[src/include/cpu_defs.svh]
`ifndef CPU_DEFS_SVH
`define CPU_DEFS_SVH

// All-zero data word
`define ZERO_WORD 32'h0000_0000

// Boot address of the sequencer
`define DEFAULT_RESET_PC 32'hbfc0_0000

// Byte distance between two instructions
`define INST_BYTES 32'd4

`endif

[src/rtl/cpu_pkg.sv]
`default_nettype none

package cpu_pkg;

	// Vector widths with a meaning
	typedef logic [31:0] word_t;      // Register and link data
	typedef logic [31:0] inst_addr_t; // Byte address of an instruction
	typedef logic [31:0] inst_t;      // Raw instruction word
	typedef logic [4:0]  reg_addr_t;  // Register index
	typedef logic [5:0]  opcode_t;    // Primary opcode field

	// Primary opcodes of the control-flow subset
	localparam opcode_t OP_SPECIAL = 6'b000000;
	localparam opcode_t OP_REGIMM  = 6'b000001; // BLTZ BGEZ BLTZAL BGEZAL
	localparam opcode_t OP_J       = 6'b000010;
	localparam opcode_t OP_JAL     = 6'b000011;
	localparam opcode_t OP_BEQ     = 6'b000100;
	localparam opcode_t OP_BNE     = 6'b000101;
	localparam opcode_t OP_BLEZ    = 6'b000110; // rt is zero
	localparam opcode_t OP_BGTZ    = 6'b000111; // rt is zero

	// SPECIAL function field codes
	localparam logic [5:0] FN_JR   = 6'b001000;
	localparam logic [5:0] FN_JALR = 6'b001001;

	// Return address register for JAL and the AL branches
	localparam reg_addr_t LINK_REG = 5'd31;

	// Sequencer states
	typedef enum logic [1:0] {
		IDLE,  // Stopped, config port owns the regfile
		FETCH, // Waiting on the bus
		EXEC   // One cycle, retire and link
	} seq_state_t;

endpackage

`default_nettype wire

[src/rtl/branch_if.sv]
`timescale 1ns/100ps
`default_nettype none

// One instruction's operands towards the branch unit and its decision back
interface branch_if;

	cpu_pkg::inst_addr_t pc;        // Address of the instruction
	cpu_pkg::inst_t      inst;      // Instruction word
	cpu_pkg::word_t      reg1;      // rs value
	cpu_pkg::word_t      reg2;      // rt value
	logic                is_branch; // Control-flow instruction decoded
	logic                jump;      // Flow is redirected
	cpu_pkg::inst_addr_t jump_to;   // Redirect address

	// Sequencer side
	modport ctrl (output pc, inst, input is_branch, jump, jump_to);

	// Resolution logic
	modport unit (input pc, inst, reg1, reg2, output is_branch, jump, jump_to);

	// Register file read data
	modport rf (output reg1, reg2);

endinterface

`default_nettype wire

[src/rtl/branch.sv]
`timescale 1ns/100ps
`default_nettype none
`include "cpu_defs.svh"

module branch (
	input  wire logic rst,
	branch_if.unit    br
);

	cpu_pkg::opcode_t    opcode;
	logic [5:0]          funct;       // SPECIAL function field
	logic [25:0]         instr_index; // J-type index
	logic [15:0]         offset;      // I-type branch offset
	cpu_pkg::inst_addr_t pc_plus4;    // Delay slot address
	cpu_pkg::inst_addr_t target_i;    // Conditional branch target
	cpu_pkg::inst_addr_t target_j;    // Region-relative jump target
	logic                reg_equal;

	// Instruction fields
	assign opcode      = br.inst[31:26];
	assign funct       = br.inst[5:0];
	assign instr_index = br.inst[25:0];
	assign offset      = br.inst[15:0];

	// Targets are relative to the delay slot
	assign pc_plus4 = br.pc + `INST_BYTES;
	assign target_i = pc_plus4 + {{14{offset[15]}}, offset, 2'b00};
	assign target_j = {pc_plus4[31:28], instr_index, 2'b00}; // Stay in the 256MB region

	assign reg_equal = (br.reg1 == br.reg2);

	always_comb begin
		if (rst) begin
			br.is_branch = 1'b0;
			br.jump      = 1'b0;
			br.jump_to   = `ZERO_WORD;
		end else begin
			// Defaults for the conditional forms
			br.is_branch = 1'b1;
			br.jump      = 1'b0;
			br.jump_to   = target_i;
			case (opcode)
				cpu_pkg::OP_REGIMM: begin
					// Only rt codes 00000 00001 10000 10001 are branches
					br.is_branch = (br.inst[19:17] == 3'b000);
					// Sign of rs against bit 16 selects LTZ or GEZ
					br.jump = (br.reg1[31] ^ br.inst[16]) & br.is_branch;
				end
				cpu_pkg::OP_BEQ, cpu_pkg::OP_BNE,
				cpu_pkg::OP_BLEZ, cpu_pkg::OP_BGTZ: begin
					// Bit 1 adds the sign test, bit 0 inverts
					br.jump = ((br.reg1[31] & opcode[1]) | reg_equal) ^ opcode[0];
				end
				cpu_pkg::OP_J, cpu_pkg::OP_JAL: begin
					br.jump    = 1'b1;
					br.jump_to = target_j;
				end
				cpu_pkg::OP_SPECIAL: begin
					if ((funct == cpu_pkg::FN_JR) || (funct == cpu_pkg::FN_JALR)) begin
						br.jump    = 1'b1;
						br.jump_to = br.reg1; // Register target
					end else begin
						// ALU ops and the rest of SPECIAL
						br.is_branch = 1'b0;
						br.jump_to   = `ZERO_WORD;
					end
				end
				default: begin
					br.is_branch = 1'b0;
					br.jump_to   = `ZERO_WORD;
				end
			endcase
		end
	end

endmodule

`default_nettype wire

[src/rtl/branch_core.sv]
`timescale 1ns/100ps
`default_nettype none
`include "cpu_defs.svh"

module branch_core #(
	parameter cpu_pkg::inst_addr_t RESET_PC = `DEFAULT_RESET_PC
) (
	input  wire logic                 clk,
	input  wire logic                 rst,
	input  wire logic                 run,
	input  wire logic                 cfg_we,
	input  wire cpu_pkg::reg_addr_t   cfg_addr,
	input  wire cpu_pkg::word_t       cfg_data,
	output logic                      wb_cyc,
	output logic                      wb_stb,
	output cpu_pkg::inst_addr_t       wb_adr,
	output logic [3:0]                wb_sel,
	output logic                      wb_we,
	input  wire cpu_pkg::word_t       wb_dat_i,
	input  wire logic                 wb_ack,
	output logic                      retire_valid,
	output cpu_pkg::inst_addr_t       retire_pc,
	output cpu_pkg::inst_t            retire_inst,
	output logic                      retire_jump,
	output cpu_pkg::inst_addr_t       retire_target
);

	cpu_pkg::reg_addr_t  ra1, ra2;     // Read indices
	logic                rf_we;
	cpu_pkg::reg_addr_t  rf_waddr;
	cpu_pkg::word_t      rf_wdata;
	logic                fetch_req, fetch_done;
	cpu_pkg::inst_addr_t fetch_addr;
	cpu_pkg::inst_t      fetch_word;

	branch_if br_if ();

	regfile u_regfile (.clk(clk), .rst(rst), .ra1(ra1), .ra2(ra2), .rd(br_if.rf),
		.we(rf_we), .waddr(rf_waddr), .wdata(rf_wdata));

	branch u_branch (.rst(rst), .br(br_if.unit));

	wb_fetch u_fetch (.clk(clk), .rst(rst), .req(fetch_req), .addr(fetch_addr),
		.done(fetch_done), .word(fetch_word), .wb_cyc(wb_cyc), .wb_stb(wb_stb),
		.wb_adr(wb_adr), .wb_sel(wb_sel), .wb_we(wb_we), .wb_dat_i(wb_dat_i),
		.wb_ack(wb_ack));

	pc_ctrl #(.RESET_PC(RESET_PC)) u_pc_ctrl (.clk(clk), .rst(rst), .run(run),
		.cfg_we(cfg_we), .cfg_addr(cfg_addr), .cfg_data(cfg_data),
		.req(fetch_req), .addr(fetch_addr), .done(fetch_done), .word(fetch_word),
		.ra1(ra1), .ra2(ra2), .br(br_if.ctrl),
		.we(rf_we), .waddr(rf_waddr), .wdata(rf_wdata),
		.retire_valid(retire_valid), .retire_pc(retire_pc), .retire_inst(retire_inst),
		.retire_jump(retire_jump), .retire_target(retire_target));

endmodule

`default_nettype wire

[src/rtl/pc_ctrl.sv]
`timescale 1ns/100ps
`default_nettype none
`include "cpu_defs.svh"

module pc_ctrl #(
	parameter cpu_pkg::inst_addr_t RESET_PC = `DEFAULT_RESET_PC
) (
	input  wire logic                 clk,
	input  wire logic                 rst,
	input  wire logic                 run,
	// Configuration write
	input  wire logic                 cfg_we,
	input  wire cpu_pkg::reg_addr_t   cfg_addr,
	input  wire cpu_pkg::word_t       cfg_data,
	// Fetch handshake
	output logic                      req,
	output cpu_pkg::inst_addr_t       addr,
	input  wire logic                 done,
	input  wire cpu_pkg::inst_t       word,
	// Register access
	output cpu_pkg::reg_addr_t        ra1,
	output cpu_pkg::reg_addr_t        ra2,
	branch_if.ctrl                    br,
	output logic                      we,
	output cpu_pkg::reg_addr_t        waddr,
	output cpu_pkg::word_t            wdata,
	// Retire port
	output logic                      retire_valid,
	output cpu_pkg::inst_addr_t       retire_pc,
	output cpu_pkg::inst_t            retire_inst,
	output logic                      retire_jump,
	output cpu_pkg::inst_addr_t       retire_target
);

	cpu_pkg::seq_state_t state;
	cpu_pkg::inst_addr_t pc;        // Address of the instruction in flight
	cpu_pkg::inst_t      inst_q;    // Fetched word
	logic                in_delay;  // Current instruction is a delay slot
	cpu_pkg::inst_addr_t pending;   // Target taken after the delay slot
	cpu_pkg::opcode_t    opcode;
	cpu_pkg::inst_addr_t next_pc;
	logic                taken;     // Redirect decided by this instruction
	logic                link_we;
	cpu_pkg::reg_addr_t  link_addr;

	assign opcode = inst_q[31:26];

	// Operands for the branch unit
	assign br.pc   = pc;
	assign br.inst = inst_q;
	assign ra1     = inst_q[25:21]; // rs
	assign ra2     = inst_q[20:16]; // rt, zero for BLEZ and BGTZ

	// Branches in a delay slot are plain no-ops
	assign taken = br.is_branch & br.jump & ~in_delay;

	// Next-pc rule
	always_comb begin
		if (in_delay) next_pc = pending;         // Leave the slot to the target
		else          next_pc = pc + `INST_BYTES; // Delay slot or sequential
	end

	// Link decode
	always_comb begin
		link_we   = 1'b0;
		link_addr = cpu_pkg::LINK_REG;
		case (opcode)
			cpu_pkg::OP_JAL:    link_we = 1'b1;
			cpu_pkg::OP_REGIMM: link_we = br.is_branch & inst_q[20]; // BLTZAL BGEZAL
			cpu_pkg::OP_SPECIAL: begin
				if (inst_q[5:0] == cpu_pkg::FN_JALR) begin
					link_we   = 1'b1;
					link_addr = inst_q[15:11]; // rd
				end
			end
			default: link_we = 1'b0;
		endcase
	end

	// Register write port owner
	always_comb begin
		if (state == cpu_pkg::EXEC) begin
			we    = link_we & ~in_delay; // Link regardless of taken
			waddr = link_addr;
			wdata = pc + (`INST_BYTES << 1);
		end else begin
			we    = cfg_we & ~run; // Config only while stopped
			waddr = cfg_addr;
			wdata = cfg_data;
		end
	end

	// Fetch request one cycle ahead of FETCH
	assign req  = run & ((state == cpu_pkg::IDLE) | (state == cpu_pkg::EXEC));
	assign addr = (state == cpu_pkg::EXEC) ? next_pc : pc;

	always_ff @(posedge clk) begin
		if (rst) begin
			state    <= cpu_pkg::IDLE;
			pc       <= RESET_PC;
			inst_q   <= `ZERO_WORD;
			in_delay <= 1'b0;
			pending  <= `ZERO_WORD;
		end else begin
			case (state)
				cpu_pkg::IDLE: if (run) state <= cpu_pkg::FETCH;
				cpu_pkg::FETCH: begin
					if (done) begin
						inst_q <= word;
						state  <= cpu_pkg::EXEC;
					end
				end
				cpu_pkg::EXEC: begin
					pc       <= next_pc;
					in_delay <= taken;
					if (taken) pending <= br.jump_to;
					state <= run ? cpu_pkg::FETCH : cpu_pkg::IDLE; // Stop honored here only
				end
				default: state <= cpu_pkg::IDLE;
			endcase
		end
	end

	// Retire report
	assign retire_valid  = (state == cpu_pkg::EXEC);
	assign retire_pc     = pc;
	assign retire_inst   = inst_q;
	assign retire_jump   = taken;
	assign retire_target = taken ? br.jump_to : `ZERO_WORD;

endmodule

`default_nettype wire

[src/rtl/regfile.sv]
`timescale 1ns/100ps
`default_nettype none
`include "cpu_defs.svh"

module regfile (
	input  wire logic                clk,
	input  wire logic                rst,
	input  wire cpu_pkg::reg_addr_t  ra1,   // rs index
	input  wire cpu_pkg::reg_addr_t  ra2,   // rt index
	branch_if.rf                     rd,    // Read data towards branch
	input  wire logic                we,
	input  wire cpu_pkg::reg_addr_t  waddr,
	input  wire cpu_pkg::word_t      wdata
);

	// One register per index value
	localparam int NREGS = 2 ** $bits(cpu_pkg::reg_addr_t);

	cpu_pkg::word_t regs [NREGS];

	// Single write port
	always_ff @(posedge clk) begin
		if (rst) begin
			for (int i = 0; i < NREGS; i++) begin
				regs[i] <= `ZERO_WORD;
			end
		end else if (we && (waddr != '0)) begin // r0 writes dropped
			regs[waddr] <= wdata;
		end
	end

	// Combinational reads
	// r0 forced to zero on the read side as well
	always_comb begin
		rd.reg1 = (ra1 == '0) ? `ZERO_WORD : regs[ra1];
		rd.reg2 = (ra2 == '0) ? `ZERO_WORD : regs[ra2];
	end

endmodule

`default_nettype wire

[src/rtl/wb_fetch.sv]
`timescale 1ns/100ps
`default_nettype none
`include "cpu_defs.svh"

module wb_fetch (
	input  wire logic                 clk,
	input  wire logic                 rst,
	input  wire logic                 req,      // Start a read
	input  wire cpu_pkg::inst_addr_t  addr,     // Sampled with req
	output logic                      done,     // One cycle after ack
	output cpu_pkg::inst_t            word,     // Valid with done
	output logic                      wb_cyc,
	output logic                      wb_stb,
	output cpu_pkg::inst_addr_t       wb_adr,
	output logic [3:0]                wb_sel,
	output logic                      wb_we,
	input  wire cpu_pkg::word_t       wb_dat_i,
	input  wire logic                 wb_ack
);

	// Bus cycle tracking
	typedef enum logic {
		BUS_IDLE,
		BUS_WAIT  // cyc held until ack
	} bus_state_t;

	bus_state_t state;

	always_ff @(posedge clk) begin
		if (rst) begin
			state  <= BUS_IDLE;
			wb_adr <= `ZERO_WORD;
			word   <= `ZERO_WORD;
			done   <= 1'b0;
		end else begin
			done <= 1'b0; // Pulse only
			case (state)
				BUS_IDLE: begin
					if (req) begin
						wb_adr <= addr; // Stable for the whole cycle
						state  <= BUS_WAIT;
					end
				end
				BUS_WAIT: begin
					// Wait states just keep us here
					if (wb_ack) begin
						word  <= wb_dat_i;
						done  <= 1'b1;
						state <= BUS_IDLE; // cyc drops next cycle
					end
				end
				default: state <= BUS_IDLE;
			endcase
		end
	end

	// cyc and stb move together
	assign wb_cyc = (state == BUS_WAIT);
	assign wb_stb = wb_cyc;
	assign wb_sel = 4'b1111; // Whole word always
	assign wb_we  = 1'b0;    // Read-only master

endmodule

`default_nettype wire
[config.mk]
export PLATFORM = sky130hd
export DESIGN_NAME = branch_core
export DESIGN_NICKNAME = d
export VERILOG_FILES = /design/src/rtl/cpu_pkg.sv /design/src/rtl/branch_if.sv /design/src/rtl/branch.sv /design/src/rtl/branch_core.sv /design/src/rtl/pc_ctrl.sv /design/src/rtl/regfile.sv /design/src/rtl/wb_fetch.sv
export VERILOG_INCLUDE_DIRS = /design/src /design/src/include
export SDC_FILE = /design/constraint.sdc
export NUM_CORES = 2
export LEC_CHECK = 0
export BUFFER_PORTS_ARGS = -buffer_cell sky130_fd_sc_hd__buf_2
export CORE_UTILIZATION = 57
export DETAILED_ROUTE_END_ITERATION = 16
export PLACE_DENSITY = 0.84
export SLEW_MARGIN = 10
export SYNTH_ARGS = -nofsm -noshare
export SYNTH_HDL_FRONTEND = slang
export SYNTH_SLANG_ARGS = --single-unit
export TNS_END_PERCENT = 20
[constraint.sdc]
create_clock -name clk -period 4.8 [get_ports clk]
set_input_delay 0.96 -clock clk [delete_from_list [all_inputs] [get_ports clk]]
set_output_delay 0.96 -clock clk [all_outputs]
set_load 0.1 [all_outputs]
==> impl_metrics.env <==
export IMPL_post_drt_wl_per_cell_um=36.7
export IMPL_worstPathArrival_ns=5.63
export IMPL_final_setup_skew_ns=0.0423
export IMPL_end_kind="primary output"
export IMPL_max_slew_margin=0.115
export IMPL_synthAdderAreaFrac=0.00651
export IMPL_crit_top_cell="buf_12"
export IMPL_cpPeakStageDelay_ns=0.71
export IMPL_synth_edf_count=1024
export IMPL_cts_hold_buf=0
export IMPL_io_buffer_count=205
export IMPL_fin_crit_ns=6.59
export IMPL_total_power_w=0.0230
export IMPL_netlist_instances=4901
export IMPL_yosys_area_top_type="edfxtp_1"
export IMPL_clockBufferDepth=3
export IMPL_fin_ws_ns=-1.79
export IMPL_drcViolationCount=0
export IMPL_grt_usage=0.468
export IMPL_synth_seq_area_share=0.547
export IMPL_first_global_vias=52287
export IMPL_grt_setup_unrepaired="yes"
export IMPL_r2r_end="u_pc_ctrl.pending[29]"
export IMPL_antenna_found_initial=18
export IMPL_nFillCells=6845
export IMPL_synthArstFlopShare=0
export IMPL_drv_slew=0
export IMPL_start_kind="flip-flop"
export IMPL_synth_area_top_cells="edfxtp_1, mux4_2, nor2_1"
export IMPL_slowest_stage="o22ai_1"
export IMPL_r2r_slack_ns=-0.07
export IMPL_crit_fanout=9
export IMPL_min_from="wb_dat_i[3]"
export IMPL_hold_viol=0
export IMPL_synth_area_mux_share=0.210
export IMPL_p_leak_nw=27.9
export IMPL_drv_cap=0
export IMPL_clock_latency_ns=0.78
export IMPL_utilization=0.705
export IMPL_htreeDepth=3
export IMPL_cts_sinks=1199
export IMPL_vias_per_cell=7.44
export IMPL_synth_top_cell_area_share=0.491
export IMPL_syn_avg_cell_area_um2=12.8
export IMPL_num_rows=121
export IMPL_holdPathEnd="u_fetch.word[3]"
export IMPL_dpl_hpwl_um=169000
export IMPL_worstPathCellList="buf_12 -> buf_16 -> buf_16 -> mux4_2 -> o22ai_1 -> a211oi_1 -> nand2_1 -> xor2_1 -> nor4_2 -> nand4_1 -> buf_4 -> nor4_4 -> buf_6 -> buf_6 -> a21o_1 -> a211oi_4 -> buf_12 -> buf_12 -> nor3b_4 -> buf_12"
export IMPL_required_ns=3.84
export IMPL_synth_compound_area_frac=0.0648
export IMPL_tightestPinTransition_ns=1.33
export IMPL_start_util=0.576
export IMPL_multi_input_area_mm2=0.0273
export IMPL_ys_flop_type="edfxtp_1"
export IMPL_drt_wl_total_um=262000
export IMPL_path_buf_inv=9
export IMPL_synthXorXnorAreaFrac=0.0137
export IMPL_die_x_um=334
export IMPL_area_growth_pct=22.4
export IMPL_drive_gt1_frac=0.345
export IMPL_cts_buffers=118
export IMPL_yosys_warnings=0
export IMPL_status="complete, but fails checks"
export IMPL_clk_pin_slew_ns=0.07
export IMPL_dp_slack_ns=-0.914
export IMPL_vias=53167
export IMPL_place_congestion=1.08
export IMPL_ys_types=81
export IMPL_regArea_mm2=0.0344
export IMPL_synth_top_family_by_area="multiplexers"
export IMPL_dieHeight_um=334
export IMPL_path_class="flip-flop to primary output"
export IMPL_final_area_mm2=0.0767
export IMPL_ys_seq_elements=1199
export IMPL_power_density_mw_per_mm2=300
export IMPL_io_pins=211
export IMPL_yosys_area_share_simple=0.120
export IMPL_cts_root_buf="clkbuf_16"
export IMPL_core_mm2=0.109
export IMPL_grt_pass1_wl_um=366000
export IMPL_max_freq_mhz=152
export IMPL_cts_tree="built"
export IMPL_nNetsFinal=5720
export IMPL_post_dp_cell_area_mm2=0.0716
export IMPL_min_path_cells=2
export IMPL_grt_max_degree=110
export IMPL_grt_overflow_total=0
export IMPL_setup_tns_ns=-56.49
export IMPL_ir_drop_mv=0.323
export IMPL_period_share=1.37
export IMPL_drtAntennaViolNets=0
export IMPL_finalSetupViolations=50
export IMPL_initialDrtViolationCount=10558
export IMPL_hold_path_class="primary input to flip-flop"
export IMPL_fp_dieArea_mm2=0.111
export IMPL_violations="setup timing"
export IMPL_syn_area_mm2=0.0627
export IMPL_crit_family="buffers and inverters"
export IMPL_rr_worst_depth=19
export IMPL_dr_pass1_iters=14
==> stage by stage <==
step,hold WS [ns],instances
final,0.406,7146
after detailed placement,0.452,6862
after floorplan,0.432,4936
after global routing,0.412,7133
after CTS,0.419,7119
after global placement,0.444,6862
==> state kept, by name (all words and copies together), names as in the netlist, named ones only <==
signal and count:
u_fetch.wb_adr 32, u_pc_ctrl.br.pc 32, u_regfile.regs 1024, u_fetch.done 1, u_pc_ctrl.br.inst 32, u_pc_ctrl.in_delay 1, u_pc_ctrl.state 2, u_fetch.word 32
u_pc_ctrl.pending 32, u_fetch.wb_cyc 1
==> cell usage in the layout (no fill, tap or decap), drive strengths merged, types with 47 or more instances in the layout <==
cell type  instances
a211oi            57
a21oi            165
a22oi             73
buf             1032
clkbuf           143
clkinv            56
dfxtp            175
edfxtp          1024
mux2i            162
mux4             501
nand2            284
nand2b            80
nor2            1185
o22ai             47
xnor2             54
==> layout make-up <==
cell class | count | share of cell area
multi-input cells | 3231 | 0.355
clock inverters | 82 | 0.00956
repair buffers | 1037 | 0.122
clock buffers | 142 | 0.0410
diodes | 14 | 0.000457
inverters | 27 | 0.00135
well taps | 1414 | 0.0231
flip-flops and latches | 1199 | 0.448
==> cell families after synthesis <==
| kind of cell | Yosys count |
|---|---|
| adders and majority gates | 32 |
| other | 2 |
| AOI/OAI and AO/OA | 592 |
| muxes | 682 |
| DFF | 1199 |
| xor gates and xnor gates | 98 |
| buffers and inverters | 506 |
| and+or+nand+nor | 1790 |
==> where the power goes <==
part           internal (W)  leakage [nW]  switching [W]
Sequential           0.0116          11.9       0.000245
Clock               0.00522          1.91        0.00428
Combinational      0.000526          14.0        0.00113
Total                0.0174          27.9        0.00565
==> worst register-to-register path, cell delays in order (launching register included) <==
cell      delay, ns
dfxtp_4        0.45
buf_12         0.17
buf_16         0.19
buf_16         0.19
mux4_2         0.51
o22ai_1        0.71
a211oi_1       0.10
nand2_1        0.13
xor2_1         0.12
nor4_2         0.29
nand4_1        0.28
buf_4          0.26
nor4_4         0.15
buf_6          0.17
buf_6          0.10
a211oi_1       0.09
a211oi_4       0.21
buf_12         0.20
buf_12         0.20
mux2i_1        0.24
==> cells in the mapped netlist (all sizes together) (44+ instances only) <==
cell    count
nor2     1185
edfxtp   1024
mux4      501
clkbuf    322
nand2     284
dfxtp     175
a21oi     165
mux2i     162
buf       156
nand2b     80
a22oi      73
a211oi     57
xnor2      54
o22ai      47
nand3      46
o21ai      46
nor3       45
xor2       44
==> repair_timing <==
item                                    CTS  global route
endpoints found under the setup margin   33            61
setup buffers                            27            11
gates resized for setup                  72            25
cloned                                    9             0
pin swaps                                28            13
==> worst max path at each step <==
| stage | endpoint | startpoint | cells past startpoint |
|---|---|---|---|
| 6_report | retire_target[2] | flip-flop | 20 |
| 5_1_grt | retire_target[2] | flip-flop | 20 |
| 4_1_cts | retire_target[15] | flip-flop | 20 |
| 3_5_place_dp | retire_target[14] | flip-flop | 18 |
| 3_3_place_gp | retire_target[2] | flip-flop | 18 |
| 2_1_floorplan | retire_target[29] | u_pc_ctrl.br.pc[4] | 18 |
==> per-layer routing <==
layer	GRT usage	share of wire	vias up
met2	0.684	0.42	6189
met5	0.0109	0.0011	-
met1	0.523	0.29	25173
met4	0.398	0.12	18
li1	-	-	19855
met3	0.209	0.17	1932
No activity file was read; power rests on OpenSTA's default activity.
